$ cat config.mk
export PLATFORM = sky130hd
export DESIGN_NAME = wb_decoder
export DESIGN_NICKNAME = d
export VERILOG_FILES = /design/src/logic/wb_soc_pkg.sv /design/src/logic/wb_decoder.sv
export VERILOG_INCLUDE_DIRS = /design/src /design/src/include
export SDC_FILE = /design/constraint.sdc
export NUM_CORES = 1
export LEC_CHECK = 0
export ABC_AREA = 1
export BUFFER_PORTS_ARGS = -buffer_cell sky130_fd_sc_hd__clkbuf_2
export CAP_MARGIN = 10
export CORE_AREA = 2 2 124 126
export CTS_CLUSTER_DIAMETER = 40
export DETAILED_ROUTE_END_ITERATION = 8
export DIE_AREA = 0 0 126 128
export GPL_ROUTABILITY_DRIVEN = 0
export PLACE_DENSITY = 0.43
export REMOVE_ABC_BUFFERS = 1
export SLEW_MARGIN = 30
export SYNTH_ARGS = -nofsm -noshare
export SYNTH_HDL_FRONTEND = slang
export SYNTH_SLANG_ARGS = --single-unit
$ cat constraint.sdc
create_clock -name wb_clk_i -period 1.29 [get_ports wb_clk_i]
set_input_delay 0.1935 -clock wb_clk_i [delete_from_list [all_inputs] [get_ports wb_clk_i]]
set_output_delay 0.1935 -clock wb_clk_i [all_outputs]
set_load 0.1 [all_outputs]
$ cat src/include/wb_soc_map.svh
`ifndef WB_SOC_MAP_SVH
`define WB_SOC_MAP_SVH

// Top address byte of each slave region
`define WB_SOC_RAM_BASE 8'h00
`define WB_SOC_UART_BASE 8'h90

// RAM size as a power of two in words
`define WB_SOC_RAM_SIZE_BITS 10
`define WB_SOC_RAM_SIZE_BYTES ((1 << `WB_SOC_RAM_SIZE_BITS) * 4)

// UART register word offsets
`define WB_SOC_UART_THR 2'd0
`define WB_SOC_UART_LSR 2'd1
`define WB_SOC_UART_IER 2'd2
`define WB_SOC_UART_DIV 2'd3

`endif

$ cat src/logic/wb_soc_pkg.sv
`default_nettype none

package wb_soc_pkg;

	`include "wb_soc_map.svh"

	// Bus geometry
	localparam int WB_AW = 32;
	localparam int WB_DW = 32;
	localparam int WB_SW = 4;

	localparam int MEM_SIZE_BITS = `WB_SOC_RAM_SIZE_BITS;
	localparam int IRQ_W = 20;
	localparam int UART_IRQ_LINE = 2;
	localparam int UART_FIFO_DEPTH = 8;
	localparam int UART_FIFO_AW = $clog2(UART_FIFO_DEPTH);
	localparam int UART_DIV_W = 16;

	// Address map
	localparam logic [7:0] RAM_BASE = `WB_SOC_RAM_BASE;
	localparam logic [7:0] UART_BASE = `WB_SOC_UART_BASE;
	localparam logic [1:0] UART_THR_OFF = `WB_SOC_UART_THR;
	localparam logic [1:0] UART_LSR_OFF = `WB_SOC_UART_LSR;
	localparam logic [1:0] UART_IER_OFF = `WB_SOC_UART_IER;
	localparam logic [1:0] UART_DIV_OFF = `WB_SOC_UART_DIV;

	typedef logic [WB_AW-1:0] wb_adr_t;
	typedef logic [WB_DW-1:0] wb_dat_t;
	typedef logic [WB_SW-1:0] wb_sel_t;
	typedef logic [MEM_SIZE_BITS-1:0] mem_idx_t;
	typedef logic [IRQ_W-1:0] irq_vec_t;
	typedef logic [7:0] uart_byte_t;
	typedef logic [UART_DIV_W-1:0] uart_div_t;
	typedef logic [UART_FIFO_AW-1:0] fifo_ptr_t;
	typedef logic [UART_FIFO_AW:0] fifo_cnt_t;

	// Wishbone classic request and response
	typedef struct packed {
		wb_adr_t adr;
		wb_dat_t dat;
		wb_sel_t sel;
		logic    we;
		logic    cyc;
		logic    stb;
	} wb_m2s_t;

	typedef struct packed {
		wb_dat_t dat;
		logic    ack;
		logic    err;
	} wb_s2m_t;

	typedef enum logic {
		MST_CPU = 1'b0,
		MST_DBG = 1'b1
	} wb_master_e;

	typedef enum logic [1:0] {
		TX_IDLE,
		TX_START,
		TX_DATA,
		TX_STOP
	} tx_state_e;

endpackage

`default_nettype wire

$ cat src/logic/wb_decoder.sv
`default_nettype none

module wb_decoder (
	input  logic                wb_clk_i,
	input  logic                rst_n_i,
	input  wb_soc_pkg::wb_m2s_t bus_req_i,
	output wb_soc_pkg::wb_s2m_t bus_rsp_o,
	output wb_soc_pkg::wb_m2s_t ram_req_o,
	output wb_soc_pkg::wb_m2s_t uart_req_o,
	input  wb_soc_pkg::wb_s2m_t ram_rsp_i,
	input  wb_soc_pkg::wb_s2m_t uart_rsp_i
);

	import wb_soc_pkg::*;

	logic [7:0] top_byte;
	logic       sel_ram;
	logic       sel_uart;
	logic       unmapped;
	logic       req_valid;
	logic       err_q;

	assign top_byte = bus_req_i.adr[WB_AW-1 -: 8];
	assign sel_ram = (top_byte == RAM_BASE);
	assign sel_uart = (top_byte == UART_BASE);
	assign unmapped = !sel_ram && !sel_uart;
	assign req_valid = bus_req_i.cyc & bus_req_i.stb;

	////////////////////////////////////////////////////////////////////////////
	// Request fan-out
	////////////////////////////////////////////////////////////////////////////
	always_comb begin
		ram_req_o = bus_req_i;
		ram_req_o.cyc = bus_req_i.cyc & sel_ram;
		ram_req_o.stb = bus_req_i.stb & sel_ram;

		uart_req_o = bus_req_i;
		uart_req_o.cyc = bus_req_i.cyc & sel_uart;
		uart_req_o.stb = bus_req_i.stb & sel_uart;
	end

	// Error reply for holes in the map, single pulse per cycle
	always_ff @(posedge wb_clk_i) begin
		if (!rst_n_i) begin
			err_q <= 1'b0;
		end else begin
			err_q <= req_valid & unmapped & ~err_q;
		end
	end

	////////////////////////////////////////////////////////////////////////////
	// Response combining
	////////////////////////////////////////////////////////////////////////////
	// Address is held until ack, so the live selection still matches
	always_comb begin
		bus_rsp_o = '0;
		if (sel_ram) begin
			bus_rsp_o.dat = ram_rsp_i.dat;
		end else if (sel_uart) begin
			bus_rsp_o.dat = uart_rsp_i.dat;
		end
		bus_rsp_o.ack = (sel_ram & ram_rsp_i.ack) | (sel_uart & uart_rsp_i.ack);
		bus_rsp_o.err = err_q | (sel_ram & ram_rsp_i.err) | (sel_uart & uart_rsp_i.err);
	end

endmodule

`default_nettype wire

==> results_dict.tcl <==
set metrics [dict create \
    status "finished with violations" \
    violations "negative setup slack" \
    crit_type "input port to output port" \
    firstDrtPassIters 4 \
    vias 1793 \
    tightestPinTransition_ns 0.281 \
    grt.total_usage 0.175 \
    leakage_nw 1.41 \
    final_hold_viol_count 0 \
    drive_above_1_share 0.777 \
    rsz0062_at_grt "yes" \
    rows 45 \
    die_h_um 128 \
    power.density_nw_per_um2 217 \
    regMostFlops "err_q" \
    setup_viol 37 \
    clock_skew_ns 0 \
    dr.first_iter.drc_count 82 \
    area_growth_pct 71.5 \
    min_period_over_period 1.11 \
    cap_violations 0 \
    period_needed_ns 1.43 \
    placedCellCount 474 \
    synthMuxAreaShare 0 \
    final_cell_area_um2 2830 \
    ir_drop_v 0.000249 \
    synth.cell_area_um2 1650 \
    seq_area_frac_synth 0.0121 \
    synth_seq_cells 1 \
    core_area_um2 14900 \
    clock_latency_ns 0 \
    grt_pass1_vias 1594 \
    grt_overflow 0 \
    final_util 0.190 \
    place_ws_ns -0.225 \
    min_path_cells 0 \
    synth_top_area_share 0.628 \
    syn_inst 273 \
    ctsHoldBuffers 0 \
    multi_input_area_um2 734 \
    die-area_um2 16100 \
    slew_viol_final 0 \
    crit_path_start_kind "input port" \
    synth-compound-area-share 0.0182 \
    max_freq_mhz 700 \
    crit_required_ns 1.10 \
    final_common_cell "clkbuf_2" \
    grt_pass1_wl_um 18500 \
    wl_um 15600 \
    synth_top_family_by_area "buffers and inverters" \
    post_dp_cell_area_um2 2350 \
    ff2ff_path_depth 5 \
    final_cell_mix "clkbuf_2, nand2_1, buf_12" \
    drcViolationCount 0 \
    layout_setup_ws_ns -0.140 \
    nNetsFinal 439 \
    dp_hpwl_um 13900 \
    cp.arrival_ns 1.24 \
    nFillCells 1703 \
    grt_max_degree 19 \
    ios 317 \
    path_max_fanout 9 \
    initial_core_util 0.111 \
    yosysTopAreaCell "buf_4" \
    synth_area_leaders "buf_4, nand2_1, nand2_2" \
    ys_types 17 \
    via_per_inst 3.70 \
    grt_antenna_before_repair 3 \
    reg_top3 "err_q: 1 flops" \
    fp.dieW_um 126 \
    synth.avg_cell_area_um2 6.04 \
    synth_warnings 0 \
    largest_register_ffs 1 \
    hp-class "input port to output port" \
    synth_fa_ha_area_frac 0 \
    wl_per_cell_um 32.1 \
    max_slew_margin 0.814 \
    synth_simple_gate_area_frac 0.294 \
    portBuffers 133 \
    seq_area_um2 20.0 \
    synthXorXnorAreaFrac 0 \
    final_antenna_net_count 0 \
    fin_cells 485 \
    worst_setup_path_end_kind "output port" \
]
## critical path, stage by stage
cell	delay (ns)
buf_8	0.10
nor2_4	0.12
nand2_4	0.07
nor2_4	0.14
buf_12	0.16
clkbuf_16	0.14
nand2_2	0.04
nand2_2	0.08
buf_12	0.17
## timing repair
item	4_1_cts	5_1_grt
gates cloned	0	3
setup endpoints to repair	38	38
resized for setup	36	67
pin swaps	2	6
setup buffers	1	8
## path summary, 6_finish.rpt
path,from,end,slack (ns)
setup / recovery,bus_req_i[68],bus_rsp_o[2],-0.14
hold / removal,bus_req_i[18],ram_req_o[18],0.39
setup reg to reg,err_q,err_q,0.58
hold reg to reg,err_q,err_q,0.58
## routing by layer
metal  vias up  routed length (um)  track usage
met4        10                 146       0.0136
met5         -                 163       0.0774
met2       301                6890        0.273
met3        23                4520        0.243
met1       728                3840        0.127
li1        731                   -            -
## synth_stat cells
| cell type | count |
|---|---|
| buf_12 | 1 |
| buf_2 | 4 |
| buf_4 | 138 |
| buf_6 | 1 |
| dfxtp_1 | 1 |
| inv_1 | 5 |
| inv_2 | 2 |
| nand2_1 | 87 |
| nand2_2 | 12 |
| nand2_4 | 1 |
| nand3_1 | 3 |
| nor2_1 | 8 |
| nor2_2 | 1 |
| nor2_4 | 1 |
| nor3_1 | 2 |
| o21ai_0 | 5 |
| o21ai_1 | 1 |
## power by group
group,internal [W],switching [W],total (W)
sequential,0.0000328,0.000000260,0.0000331
clock,0.000000000104,0,0.000000000104
combinational,0.000218,0.000363,0.000581
## cells by family after synthesis
group / count (synthesis)
simple gates: 115
compound gates: 6
buf+inv: 151
flops: 1
## cell type report
type,count,area share
diodes,1,0.000885
flip-flops and latches,1,0.00708
well taps,188,0.0831
inverters,7,0.0155
multi-input cells,121,0.260
repair buffers,167,0.634
## through the flow
stage / total power, W / hold slack, ns / setup TNS (ns)
2_1_floorplan: 0.0000999 / 0.387 / -26.56
3_3_place_gp: 0.000559 / 0.388 / -6.59
3_5_place_dp: 0.000557 / 0.388 / -7.26
4_1_cts: 0.000572 / 0.388 / -4.99
5_1_grt: 0.000641 / 0.388 / -5.57
6_report: 0.000614 / 0.388 / -3.49
No activity file was read; power rests on OpenSTA's default activity.
