==> src/include/wb_soc_map.svh <==
`ifndef WB_SOC_MAP_SVH
`define WB_SOC_MAP_SVH

// Top address byte of each slave region
`define WB_SOC_RAM_BASE 8'h00
`define WB_SOC_UART_BASE 8'h90

// RAM size as a power of two in words
`define WB_SOC_RAM_SIZE_BITS 10
`define WB_SOC_RAM_SIZE_BYTES ((1 << `WB_SOC_RAM_SIZE_BITS) * 4)

// UART register word offsets
`define WB_SOC_UART_THR 2'd0
`define WB_SOC_UART_LSR 2'd1
`define WB_SOC_UART_IER 2'd2
`define WB_SOC_UART_DIV 2'd3

`endif

==> src/logic/wb_soc_pkg.sv <==
`default_nettype none

package wb_soc_pkg;

	`include "wb_soc_map.svh"

	// Bus geometry
	localparam int WB_AW = 32;
	localparam int WB_DW = 32;
	localparam int WB_SW = 4;

	localparam int MEM_SIZE_BITS = `WB_SOC_RAM_SIZE_BITS;
	localparam int IRQ_W = 20;
	localparam int UART_IRQ_LINE = 2;
	localparam int UART_FIFO_DEPTH = 8;
	localparam int UART_FIFO_AW = $clog2(UART_FIFO_DEPTH);
	localparam int UART_DIV_W = 16;

	// Address map
	localparam logic [7:0] RAM_BASE = `WB_SOC_RAM_BASE;
	localparam logic [7:0] UART_BASE = `WB_SOC_UART_BASE;
	localparam logic [1:0] UART_THR_OFF = `WB_SOC_UART_THR;
	localparam logic [1:0] UART_LSR_OFF = `WB_SOC_UART_LSR;
	localparam logic [1:0] UART_IER_OFF = `WB_SOC_UART_IER;
	localparam logic [1:0] UART_DIV_OFF = `WB_SOC_UART_DIV;

	typedef logic [WB_AW-1:0] wb_adr_t;
	typedef logic [WB_DW-1:0] wb_dat_t;
	typedef logic [WB_SW-1:0] wb_sel_t;
	typedef logic [MEM_SIZE_BITS-1:0] mem_idx_t;
	typedef logic [IRQ_W-1:0] irq_vec_t;
	typedef logic [7:0] uart_byte_t;
	typedef logic [UART_DIV_W-1:0] uart_div_t;
	typedef logic [UART_FIFO_AW-1:0] fifo_ptr_t;
	typedef logic [UART_FIFO_AW:0] fifo_cnt_t;

	// Wishbone classic request and response
	typedef struct packed {
		wb_adr_t adr;
		wb_dat_t dat;
		wb_sel_t sel;
		logic    we;
		logic    cyc;
		logic    stb;
	} wb_m2s_t;

	typedef struct packed {
		wb_dat_t dat;
		logic    ack;
		logic    err;
	} wb_s2m_t;

	typedef enum logic {
		MST_CPU = 1'b0,
		MST_DBG = 1'b1
	} wb_master_e;

	typedef enum logic [1:0] {
		TX_IDLE,
		TX_START,
		TX_DATA,
		TX_STOP
	} tx_state_e;

endpackage

`default_nettype wire

==> src/logic/wb_arbiter.sv <==
`default_nettype none

module wb_arbiter (
	input  logic                wb_clk_i,
	input  logic                rst_n_i,
	input  wb_soc_pkg::wb_m2s_t cpu_req_i,
	input  wb_soc_pkg::wb_m2s_t dbg_req_i,
	output wb_soc_pkg::wb_s2m_t cpu_rsp_o,
	output wb_soc_pkg::wb_s2m_t dbg_rsp_o,
	output wb_soc_pkg::wb_m2s_t bus_req_o,
	input  wb_soc_pkg::wb_s2m_t bus_rsp_i
);

	import wb_soc_pkg::*;

	wb_master_e owner_q;
	wb_master_e last_q;
	wb_master_e next_owner;
	logic       busy_q;
	logic       cpu_want;
	logic       dbg_want;
	logic       cycle_done;

	assign cpu_want = cpu_req_i.cyc & cpu_req_i.stb;
	assign dbg_want = dbg_req_i.cyc & dbg_req_i.stb;
	assign cycle_done = bus_rsp_i.ack | bus_rsp_i.err;

	// Round robin, the master that did not own last wins a tie
	always_comb begin
		if (cpu_want && dbg_want) begin
			next_owner = (last_q == MST_CPU) ? MST_DBG : MST_CPU;
		end else if (dbg_want) begin
			next_owner = MST_DBG;
		end else begin
			next_owner = MST_CPU;
		end
	end

	////////////////////////////////////////////////////////////////////////////
	// Ownership
	////////////////////////////////////////////////////////////////////////////
	always_ff @(posedge wb_clk_i) begin
		if (!rst_n_i) begin
			busy_q <= 1'b0;
			owner_q <= MST_CPU;
			// Processor wins the first tie after reset
			last_q <= MST_DBG;
		end else if (busy_q) begin
			if (cycle_done) begin
				busy_q <= 1'b0;
				last_q <= owner_q;
			end
		end else if (cpu_want || dbg_want) begin
			busy_q <= 1'b1;
			owner_q <= next_owner;
		end
	end

	// Owner's request onto the shared bus
	always_comb begin
		bus_req_o = (owner_q == MST_DBG) ? dbg_req_i : cpu_req_i;
		bus_req_o.cyc = bus_req_o.cyc & busy_q;
		bus_req_o.stb = bus_req_o.stb & busy_q;
	end

	// Response goes back to the owner only
	always_comb begin
		cpu_rsp_o = '0;
		dbg_rsp_o = '0;
		if (busy_q) begin
			if (owner_q == MST_DBG) begin
				dbg_rsp_o = bus_rsp_i;
			end else begin
				cpu_rsp_o = bus_rsp_i;
			end
		end
	end

endmodule

`default_nettype wire

==> config.mk <==
export PLATFORM = sky130hd
export DESIGN_NAME = wb_arbiter
export DESIGN_NICKNAME = d
export VERILOG_FILES = /design/src/logic/wb_soc_pkg.sv /design/src/logic/wb_arbiter.sv
export VERILOG_INCLUDE_DIRS = /design/src /design/src/include
export SDC_FILE = /design/constraint.sdc
export NUM_CORES = 1
export LEC_CHECK = 0
export ABC_AREA = 1
export BUFFER_PORTS_ARGS = -buffer_cell sky130_fd_sc_hd__clkbuf_2
export CORE_AREA = 2 2 125 127
export DETAILED_ROUTE_END_ITERATION = 6
export DIE_AREA = 0 0 127 129
export GPL_TIMING_DRIVEN = 0
export HOLD_SLACK_MARGIN = 0.12
export PLACE_DENSITY = 0.39
export SLEW_MARGIN = 30
export SYNTH_ARGS = -nofsm -noshare
export SYNTH_HDL_FRONTEND = slang
export SYNTH_SLANG_ARGS = --single-unit
export TNS_END_PERCENT = 100
==> constraint.sdc <==
create_clock -name wb_clk_i -period 1.1 [get_ports wb_clk_i]
set_input_delay 0.22 -clock wb_clk_i [delete_from_list [all_inputs] [get_ports wb_clk_i]]
set_output_delay 0.22 -clock wb_clk_i [all_outputs]
set_load 0.02 [all_outputs]
==> results.yml <==
synthesis:
  syn_inst: 213
  syn-num-nets: 391
  synth.yosys.warnings: 0
  yosysSeqAreaShare_pct: 4.007
  synth_top_area_cell: "mux2_2"
  netlist_area_um2: 1499
  netlist_top_cells_area: "mux2_2 52%, nor2_1 17%, inv_1 9.8%"
  synthesis.area_per_instance_um2: 7.037
  ys_seq_elements: 3
  yosys.area.top_type_share_pct: 51.84
  synth_cell_types: 14
global_route:
  grt_use_met1_pct: 11.78
  use_met3_pct: 2.328
  gr-total-overflow: 0
  busiest_layer: "met2"
  grt_max_degree: 11
  track_usage_pct: 9.982
  use_met2_pct: 18.44
  grt_pass1_wl_mm: 12.92
  antenna_found_initial: 0
  grt_pass1_vias: 2628
finish:
  fin_cells: 728
  diodes: 0
  final_core_util_pct: 30.78
  area_delta_synth_final_pct: 207.5
  final_nets: 719
  drive_above_1_share_pct: 88.89
sta:
  slew_headroom_pct: 86.29
  period_needed_ns: 1.611
  setup_violations: 140
  fin_skew_ns: 0.001175
  worst_slew_pin_slew_ns: 0.2054
  finalHoldViolations: 0
  setup_ws_ns: -0.5105
  min_period_over_period_pct: 146.4
  fmax_ghz: 0.6209
  rsz0062_at_grt: "true"
  drv_slew: 0
setup_path:
  max_stage_delay_ns: 0.35
  rr_worst_depth: 7
  r2r_slack_ns: -0.04
  critPathKind: "flip-flop to primary output"
  path_common_cell: "nor2_4"
  critical_path.cell_chain: "clkbuf_16 -> nor2_4 -> inv_6 -> buf_12 -> nor2_4 -> clkbuf_4"
  cp_top_family: "buffers and inverters"
  r2r-start: "owner_q$_SDFFE_PN0P_"
  reg2reg_to: "owner_q$_SDFFE_PN0P_"
  crit_path_end_kind: "primary output"
  cpMaxStageDelayCell: "dfxtp_4"
  crit_path_max_fanout: 10
  path_buf_inv: 4
  startpoint_type: "flip-flop"
  arrival_ns: 1.39
  critical_path_required_ns: 0.88
  cp.depth: 6
run_status:
  status: "finished with violations"
  violations: "negative setup slack"
route:
  drc: 0
  vias_per_cell: 3.721
  drt_wl_total_mm: 9.757
  dr.first_iter.drc_count: 23
  dr.pass1.iters: 3
  vias: 2709
  wl_per_cell_um: 13.40
  drtAntennaViolNets: 0
pwr:
  vdd_drop_max_v: 0.0003493
  p_leak_nw: 2.424
  pwr_density_cell_nw_per_um2: 615.8
  power_w: 0.002839
hold_path:
  hp-start: "rst_n_i"
  hold_class: "input pin to flip-flop"
  hold_end: "last_q$_SDFFE_PN1P_"
  hold_path_depth: 2
flow_run:
  maxCapViolations: 0
floorplanning:
  core-area_um2: 14980
  rows: 45
  io-pin-count: 317
  fp.dieW_um: 127
  die_area_um2: 16380
  start_util_pct: 10.01
  die_h_um: 129
cts:
  holdBufCountCts: 0
  htreeDepth: 1
  cts_num_sinks: 3
  clk_latency_ns: 0.22
  cts_buffers: 3
  cts_tree: "done"
  cts-root-buf: "clkbuf_16"
  cts_buffer_depth: 2
  cts.clk_slew.worst_paths_ns: 0.03
placement:
  dp_slack_ns: -0.3845
  dp_hpwl_mm: 8.357
  dp_cells: 717
  port_buffers: 316
  gp_congestion: 0.7052
[metrics by stage]
stage                     instance area, µm²  setup TNS (ns)  hold WS [ns]
after floorplan                         1997          -10.91        0.3041
after CTS                               4146          -65.92        0.1993
after detailed placement                3814          -40.68        0.4389
final                                   4609          -60.77        0.2024
after global routing                    4609          -67.58        0.2122
after global placement                  3814          -39.29        0.4255
[state kept, by name (all words and copies together) (netlist names)]
name	flops
owner_q	1
busy_q	1
last_q	1
[what timing repair did]
item / in CTS / in global routing
pin swaps: 0 / 0
cloned: 0 / 1
resized for setup: 56 / 229
setup endpoints to repair: 140 / 140
buffers inserted: 2 / 4
[where the power goes]
part           total [W]  switching [W]  internal, W
Sequential      0.000133      0.0000136     0.000120
Combinational    0.00213        0.00107      0.00105
Clock           0.000578      0.0000997     0.000478
[routing by layer]
metal  vias to the layer above  wire [µm]
li1                       1322          -
met1                      1217       3615
met2                       168       5152
met3                         2        934
met4                         0         56
met5                         -          0
[logic make-up after synthesis]
| kind of cell | share of synthesized area [%] |
|---|---|
| compound gates | 1.169 |
| buf+inv | 20.45 |
| flops | 4.007 |
| mux | 51.84 |
| simple gates | 22.54 |
[cell usage in the layout (no fill, tap or decap), types with 2 or more instances in the layout]
cell type  count
nor2_4        61
buf_4         26
nand2_1        8
buf_2         36
clkbuf_8      13
nor2_1         4
mux2_4        17
clkbuf_16      8
clkbuf_2     193
buf_12         8
mux2_2        52
inv_1         38
nor2_2         5
buf_6         43
buf_8          2
nand3_1        5
a22o_1         2
clkbuf_4      11
[worst max path at each step]
stage                    startpoint       endpoint  slack [ns]
2_1_floorplan  owner_q$_SDFFE_PN0P_  bus_req_o[10]       -0.11
3_3_place_gp   owner_q$_SDFFE_PN0P_   bus_req_o[0]       -0.36
3_5_place_dp   owner_q$_SDFFE_PN0P_   bus_req_o[0]       -0.38
4_1_cts        owner_q$_SDFFE_PN0P_  bus_req_o[47]       -0.54
5_1_grt        owner_q$_SDFFE_PN0P_   cpu_rsp_o[6]       -0.56
6_report       owner_q$_SDFFE_PN0P_  cpu_rsp_o[18]       -0.51
[final cells by class]
| class | count | area (µm²) |
|---|---|---|
| Buffer | 14 | 290.3 |
| Clock buffer | 4 | 78.83 |
| Fill cell | 1612 | 10370 |
| Inverter | 40 | 155.1 |
| Multi-Input combinational cell | 156 | 1673 |
| Sequential cell | 3 | 65.06 |
| Tap cell | 188 | 235.2 |
| Timing Repair Buffer | 323 | 2112 |
[worst reg2reg max path: stages (launching register included)]
cell and delay, ns:
dfxtp_4 0.35, buf_12 0.14, clkbuf_16 0.17, buf_4 0.14, nand3_1 0.07, nand3_1 0.07, nand2_1 0.06, inv_1 0.03
[cells in the mapped netlist, drive strengths merged]
master  instances
inv            40
a22o            2
mux2           69
buf             7
and3            1
nand2           9
nor2           70
dfxtp           3
nand3           5
clkbuf          7
Power figures use the tool's default switching activity.
