$ cat config.mk
export PLATFORM = sky130hd
export DESIGN_NAME = wb_uart_tx
export DESIGN_NICKNAME = d
export VERILOG_FILES = /design/src/logic/wb_soc_pkg.sv /design/src/logic/wb_uart_tx.sv
export VERILOG_INCLUDE_DIRS = /design/src /design/src/include
export SDC_FILE = /design/constraint.sdc
export NUM_CORES = 1
export LEC_CHECK = 0
export ABC_AREA = 1
export BUFFER_PORTS_ARGS = -buffer_cell sky130_fd_sc_hd__buf_4
export CAP_MARGIN = 20
export CORE_ASPECT_RATIO = 0.6
export CORE_MARGIN = 2
export CORE_UTILIZATION = 51
export CTS_CLUSTER_DIAMETER = 120
export DETAILED_ROUTE_END_ITERATION = 16
export GPL_TIMING_DRIVEN = 0
export PLACE_DENSITY = 0.76
export SYNTH_ARGS = -nofsm -noshare
export SYNTH_HDL_FRONTEND = slang
export SYNTH_SLANG_ARGS = --single-unit
$ cat constraint.sdc
create_clock -name wb_clk_i -period 2.2 [get_ports wb_clk_i]
set_input_delay 0.11 -clock wb_clk_i [delete_from_list [all_inputs] [get_ports wb_clk_i]]
set_output_delay 0.11 -clock wb_clk_i [all_outputs]
set_load 0.05 [all_outputs]
$ cat src/include/wb_soc_map.svh
`ifndef WB_SOC_MAP_SVH
`define WB_SOC_MAP_SVH

// Top address byte of each slave region
`define WB_SOC_RAM_BASE 8'h00
`define WB_SOC_UART_BASE 8'h90

// RAM size as a power of two in words
`define WB_SOC_RAM_SIZE_BITS 10
`define WB_SOC_RAM_SIZE_BYTES ((1 << `WB_SOC_RAM_SIZE_BITS) * 4)

// UART register word offsets
`define WB_SOC_UART_THR 2'd0
`define WB_SOC_UART_LSR 2'd1
`define WB_SOC_UART_IER 2'd2
`define WB_SOC_UART_DIV 2'd3

`endif

$ cat src/logic/wb_soc_pkg.sv
`default_nettype none

package wb_soc_pkg;

	`include "wb_soc_map.svh"

	// Bus geometry
	localparam int WB_AW = 32;
	localparam int WB_DW = 32;
	localparam int WB_SW = 4;

	localparam int MEM_SIZE_BITS = `WB_SOC_RAM_SIZE_BITS;
	localparam int IRQ_W = 20;
	localparam int UART_IRQ_LINE = 2;
	localparam int UART_FIFO_DEPTH = 8;
	localparam int UART_FIFO_AW = $clog2(UART_FIFO_DEPTH);
	localparam int UART_DIV_W = 16;

	// Address map
	localparam logic [7:0] RAM_BASE = `WB_SOC_RAM_BASE;
	localparam logic [7:0] UART_BASE = `WB_SOC_UART_BASE;
	localparam logic [1:0] UART_THR_OFF = `WB_SOC_UART_THR;
	localparam logic [1:0] UART_LSR_OFF = `WB_SOC_UART_LSR;
	localparam logic [1:0] UART_IER_OFF = `WB_SOC_UART_IER;
	localparam logic [1:0] UART_DIV_OFF = `WB_SOC_UART_DIV;

	typedef logic [WB_AW-1:0] wb_adr_t;
	typedef logic [WB_DW-1:0] wb_dat_t;
	typedef logic [WB_SW-1:0] wb_sel_t;
	typedef logic [MEM_SIZE_BITS-1:0] mem_idx_t;
	typedef logic [IRQ_W-1:0] irq_vec_t;
	typedef logic [7:0] uart_byte_t;
	typedef logic [UART_DIV_W-1:0] uart_div_t;
	typedef logic [UART_FIFO_AW-1:0] fifo_ptr_t;
	typedef logic [UART_FIFO_AW:0] fifo_cnt_t;

	// Wishbone classic request and response
	typedef struct packed {
		wb_adr_t adr;
		wb_dat_t dat;
		wb_sel_t sel;
		logic    we;
		logic    cyc;
		logic    stb;
	} wb_m2s_t;

	typedef struct packed {
		wb_dat_t dat;
		logic    ack;
		logic    err;
	} wb_s2m_t;

	typedef enum logic {
		MST_CPU = 1'b0,
		MST_DBG = 1'b1
	} wb_master_e;

	typedef enum logic [1:0] {
		TX_IDLE,
		TX_START,
		TX_DATA,
		TX_STOP
	} tx_state_e;

endpackage

`default_nettype wire

$ cat src/logic/wb_uart_tx.sv
`default_nettype none

module wb_uart_tx (
	input  logic                wb_clk_i,
	input  logic                rst_n_i,
	input  wb_soc_pkg::wb_m2s_t req_i,
	output wb_soc_pkg::wb_s2m_t rsp_o,
	output logic                irq_o,
	output logic                stx_o
);

	import wb_soc_pkg::*;

	uart_byte_t fifo_mem [UART_FIFO_DEPTH];
	fifo_ptr_t  wr_ptr_q;
	fifo_ptr_t  rd_ptr_q;
	fifo_cnt_t  count_q;
	logic       fifo_empty;
	logic       fifo_full;
	logic       push;
	logic       pop;

	uart_div_t  div_q;
	logic       ier_q;
	logic       ovf_q;
	logic       ack_q;
	wb_dat_t    rdata_q;
	logic       access;
	logic [1:0] reg_off;

	tx_state_e  state_q;
	uart_div_t  baud_cnt_q;
	logic [2:0] bit_cnt_q;
	uart_byte_t shift_q;
	logic       baud_zero;
	logic       tx_idle;

	assign reg_off = req_i.adr[3:2];
	assign access = req_i.cyc & req_i.stb & ~ack_q;
	assign fifo_empty = (count_q == '0);
	assign fifo_full = (count_q == fifo_cnt_t'(UART_FIFO_DEPTH));
	assign push = access & req_i.we & (reg_off == UART_THR_OFF) & ~fifo_full;
	assign baud_zero = (baud_cnt_q == '0);
	assign tx_idle = (state_q == TX_IDLE);

	// Next frame starts from idle or straight after a stop bit
	assign pop = ~fifo_empty & (tx_idle | ((state_q == TX_STOP) & baud_zero));

	////////////////////////////////////////////////////////////////////////////
	// Register file
	////////////////////////////////////////////////////////////////////////////
	always_ff @(posedge wb_clk_i) begin
		if (!rst_n_i) begin
			ack_q <= 1'b0;
			div_q <= '0;
			ier_q <= 1'b0;
			ovf_q <= 1'b0;
		end else begin
			ack_q <= req_i.cyc & req_i.stb & ~ack_q;
			if (access && req_i.we) begin
				case (reg_off)
					// Full FIFO drops the byte, bus is never stalled
					UART_THR_OFF: if (fifo_full) ovf_q <= 1'b1;
					UART_IER_OFF: ier_q <= req_i.dat[0];
					UART_DIV_OFF: div_q <= req_i.dat[UART_DIV_W-1:0];
					default: ;
				endcase
			end
			if (access && !req_i.we && reg_off == UART_LSR_OFF) begin
				ovf_q <= 1'b0;
			end
		end
	end

	always_ff @(posedge wb_clk_i) begin
		if (access && !req_i.we) begin
			rdata_q <= '0;
			case (reg_off)
				UART_LSR_OFF: rdata_q[3:0] <= {ovf_q, tx_idle, fifo_full, fifo_empty};
				UART_IER_OFF: rdata_q[0] <= ier_q;
				UART_DIV_OFF: rdata_q[UART_DIV_W-1:0] <= div_q;
				default: ;
			endcase
		end
	end

	////////////////////////////////////////////////////////////////////////////
	// Holding FIFO
	////////////////////////////////////////////////////////////////////////////
	always_ff @(posedge wb_clk_i) begin
		if (push) begin
			fifo_mem[wr_ptr_q] <= req_i.dat[7:0];
		end
	end

	always_ff @(posedge wb_clk_i) begin
		if (!rst_n_i) begin
			wr_ptr_q <= '0;
			rd_ptr_q <= '0;
			count_q <= '0;
		end else begin
			if (push) wr_ptr_q <= wr_ptr_q + 1'b1;
			if (pop) rd_ptr_q <= rd_ptr_q + 1'b1;
			case ({push, pop})
				2'b10: count_q <= count_q + 1'b1;
				2'b01: count_q <= count_q - 1'b1;
				default: ;
			endcase
		end
	end

	////////////////////////////////////////////////////////////////////////////
	// Serial shifter, 8N1
	////////////////////////////////////////////////////////////////////////////
	always_ff @(posedge wb_clk_i) begin
		if (!rst_n_i) begin
			state_q <= TX_IDLE;
			baud_cnt_q <= '0;
			bit_cnt_q <= '0;
		end else begin
			if (!tx_idle) begin
				baud_cnt_q <= baud_zero ? div_q : baud_cnt_q - 1'b1;
			end
			case (state_q)
				TX_IDLE: begin
					if (pop) begin
						state_q <= TX_START;
						baud_cnt_q <= div_q;
					end
				end
				TX_START: begin
					if (baud_zero) begin
						state_q <= TX_DATA;
						bit_cnt_q <= '0;
					end
				end
				TX_DATA: begin
					if (baud_zero) begin
						if (bit_cnt_q == 3'd7) state_q <= TX_STOP;
						bit_cnt_q <= bit_cnt_q + 1'b1;
					end
				end
				TX_STOP: begin
					if (baud_zero) state_q <= pop ? TX_START : TX_IDLE;
				end
				default: state_q <= TX_IDLE;
			endcase
		end
	end

	// LSB first
	always_ff @(posedge wb_clk_i) begin
		if (pop) begin
			shift_q <= fifo_mem[rd_ptr_q];
		end else if (state_q == TX_DATA && baud_zero) begin
			shift_q <= shift_q >> 1;
		end
	end

	always_comb begin
		case (state_q)
			TX_START: stx_o = 1'b0;
			TX_DATA: stx_o = shift_q[0];
			default: stx_o = 1'b1;
		endcase
	end

	// Interrupt once everything has gone out
	assign irq_o = ier_q & fifo_empty & tx_idle;

	always_comb begin
		rsp_o.dat = rdata_q;
		rsp_o.ack = ack_q;
		rsp_o.err = 1'b0;
	end

endmodule

`default_nettype wire

==> flow_metrics.tcl <==
set metrics [dict create \
    p_int_mw 6.61 \
    critPathLaunch "baud_cnt_q[1]" \
    die_x_um 150 \
    slowest_delay_ps 320 \
    postSynthCellCount 722 \
    ys_warn_count 0 \
    synthToLayoutAreaGrowth_pct 26.6 \
    fill_cells 916 \
    hpwl_um 12200 \
    route.detailed.drc 0 \
    path_max_fanout 3 \
    grt-ovfl-total 0 \
    setup_slack_ps -54.0 \
    antenna_found_initial 0 \
    switchingPower_mw 4.58 \
    ff2ff_setup_slack_ps -50 \
    crit_path_cell_trace "inv_2 > ha_4 > nand2_4 > nor2_4 > nand3_2 > a21oi_4 > buf_8 > ha_4 > nand2_2 > inv_2 > nor2_4 > ha_4 > a21oi_4 > xnor2_1 > o21ai_1 > inv_1" \
    synth_top_area_cell "edfxtp_1" \
    crit_type "register to register" \
    cts_max_path_buffers 2 \
    ant_nets 0 \
    finalInstanceArea_um2 8240 \
    place_inst 951 \
    critPathArrivalTime_ps 2570 \
    nNetsFinal 923 \
    clk_latency_ps 420 \
    period_needed_ps 2250 \
    netlist_area_um2 6510 \
    htreeDepth 4 \
    pwr-share-clk_pct 25.4 \
    root_buffer "clkbuf_16" \
    worst_pin_slew_ps 983 \
    place_ws_ps -478 \
    r2r_end "count_q[2]" \
    status "finished, violations left" \
    diodes 0 \
    worst_r2r_path_depth 16 \
    violations "setup timing" \
    utilization_pct 67.2 \
    vdd_drop_max_v 0.000766 \
    ys_ff_latch 141 \
    placed_cell_area_um2 7150 \
    rsz0062_at_grt "true" \
    r2r_start "baud_cnt_q[1]" \
    grt_util_all_layers_pct 26.2 \
    dr.pass1.iters 7 \
    layout_commonest_cell "nor2_1" \
    yosys.area.top_type_share_pct 40.6 \
    leakagePower_nw 3.27 \
    slew_viol_final 0 \
    grt_pass1_wl_um 26800 \
    synthTopCellsByArea "edfxtp_1 (41%), dfxtp_1 (16%), o21ai_0 (7.8%)" \
    fin_hold_ws_ps 1.37 \
    endpoint_kind "register" \
    cts-buffers-inserted 17 \
    setup_viol 2 \
    setup.worst_path.start_class "register" \
    avgSynthCellArea_um2 9.01 \
    clk_pin_slew_ps 60 \
    fp.coreArea_um2 12300 \
    clock-sinks 141 \
    final_layout_size_suffix_gt1_share_pct 20.8 \
    die-area_um2 13700 \
    cp_slowest_cell "dfxtp_2" \
    cap_violations 0 \
    hold_viol 0 \
    power.density_nw_per_um2 1360 \
    crit_top_cell "ha_4" \
    mostFrequentLayoutCells "nor2_1 (105), o21ai_0 (98), edfxtp_1 (88), nand2_1 (87), buf_4 (79)" \
    grt_max_degree 17 \
    comb_power_share_pct 43.1 \
    pwr-share-seq_pct 31.5 \
    finalWirelength_um 17600 \
    rows 31 \
    crit_path_end "count_q[2]" \
    chipHeight_um 91.5 \
    fin_crit_sh_pct 102 \
    final_cells 1014 \
    initial_utilization_pct 53.1 \
    hold_class "input port to register" \
    synth_cell_types 35 \
    ys_seq_area_share_pct 56.9 \
    vias 5621 \
    relSlewSlack_pct 34.4 \
    grt_pass1_vias 5246 \
    drt_iter0_markers 601 \
    gp_congestion 0.908 \
    clock_skew_ps 6.21 \
    finalSetupTns_ps -106 \
    hold_path_depth 3 \
    cp.required_ps 2520 \
    portBuffers 41 \
    wl_per_cell_um 17.4 \
    viasPerCell 5.54 \
    total_power_mw 11.2 \
    ios 109 \
    fmax_ghz 0.444 \
    cts_tree "built" \
    switching_share_pct 40.9 \
    worstHoldStart "req_i[21]" \
]
## registers in the layout, summed over array words and instances, names as in the netlist, named ones only
signal,flops
fifo_mem,64
baud_cnt_q,16
wr_ptr_q,3
rdata_q,16
state_q,2
ovf_q,1
div_q,16
bit_cnt_q,3
ack_q,1
count_q,4
ier_q,1
rd_ptr_q,3
shift_q,8
## cell type report
cell class                      instances  area, um2  share of cell area [%]
Sequential cell                       141       3710                    45.1
Multi-Input combinational cell        474       2540                    30.8
Buffer                                 45        262                    3.17
Tap cell                              165        206                    2.51
Clock buffer                           17        425                    5.16
Timing Repair Buffer                   79        634                    7.70
Inverter                               78        295                    3.58
Clock inverter                         15        160                    1.94
## per-layer routing
metal	vias to the layer above	wire length [um]	global-route usage, %
li1	2622	-	-
met2	361	7410	37.7
met4	0	350	7.94
met5	-	0	0
met3	43	2200	7.14
met1	2595	7680	38.5
## worst min path at each step
stage	end
floorplan	fifo_mem[0][0]
global placement	fifo_mem[4][6]
detailed placement	fifo_mem[4][6]
CTS	div_q[14]
global route	div_q[13]
finish	div_q[14]
## logic make-up (layout without fill, tap and decap cells)
family / Yosys count / in the layout / synth area share (%)
AOI/OAI and AO/OA: 168 / 168 / 13.6
buffers and inverters: 123 / 234 / 8.40
and+or+nand+nor: 267 / 267 / 17.2
DFF: 141 / 141 / 56.9
xor gates and xnor gates: 8 / 8 / 1.08
other: 1 / 17 / 0.0576
adders and majority gates: 14 / 14 / 2.69
## what timing repair did
item / 4_1_cts / 5_1_grt
hold buffers: 16 / 0
setup buffers: 6 / 9
setup endpoints to repair: 70 / 54
gates resized for setup: 18 / 43
pin swaps: 6 / 19
endpoints found under the hold margin: 72 / 0
## critical path: cells and delay by family (launching register included)
| family | cells | cell delay [ps] |
|---|---|---|
| xor gates and xnor gates | 1 | 80 |
| and+or+nand+nor | 5 | 430 |
| AOI/OAI and AO/OA | 3 | 470 |
| DFF | 1 | 320 |
| adders and majority gates | 3 | 500 |
| buffers and inverters | 4 | 340 |
## power by group through the flow
stage | clock network [mW] | registers [mW] | logic, mW
CTS | 2.86 | 3.47 | 4.31
floorplan | 0 | 3.46 | 2.98
global placement | 0 | 3.50 | 3.88
detailed placement | 0 | 3.51 | 4.05
global route | 2.97 | 3.56 | 5.32
finish | 2.85 | 3.52 | 4.82
## Yosys cell counts
cell type,count
nor2_1,115
o21ai_0,101
nand2_1,93
edfxtp_1,88
inv_1,76
dfxtp_1,53
a21oi_1,47
nand3_1,32
buf_4,19
clkbuf_1,19
ha_1,14
nor3_1,9
a31oi_1,8
xor2_1,7
nor2_2,6
buf_2,5
o211ai_1,5
nand4_1,4
o21ai_1,3
o32ai_1,2
or2_2,2
a21oi_4,1
and3_1,1
buf_1,1
buf_6,1
clkinv_1,1
conb_1,1
inv_2,1
nand2_2,1
nand3_2,1
nand3b_1,1
nand3b_4,1
nor2_4,1
o21a_1,1
xnor2_1,1
Note: power is estimated with default switching activity, not from simulation.
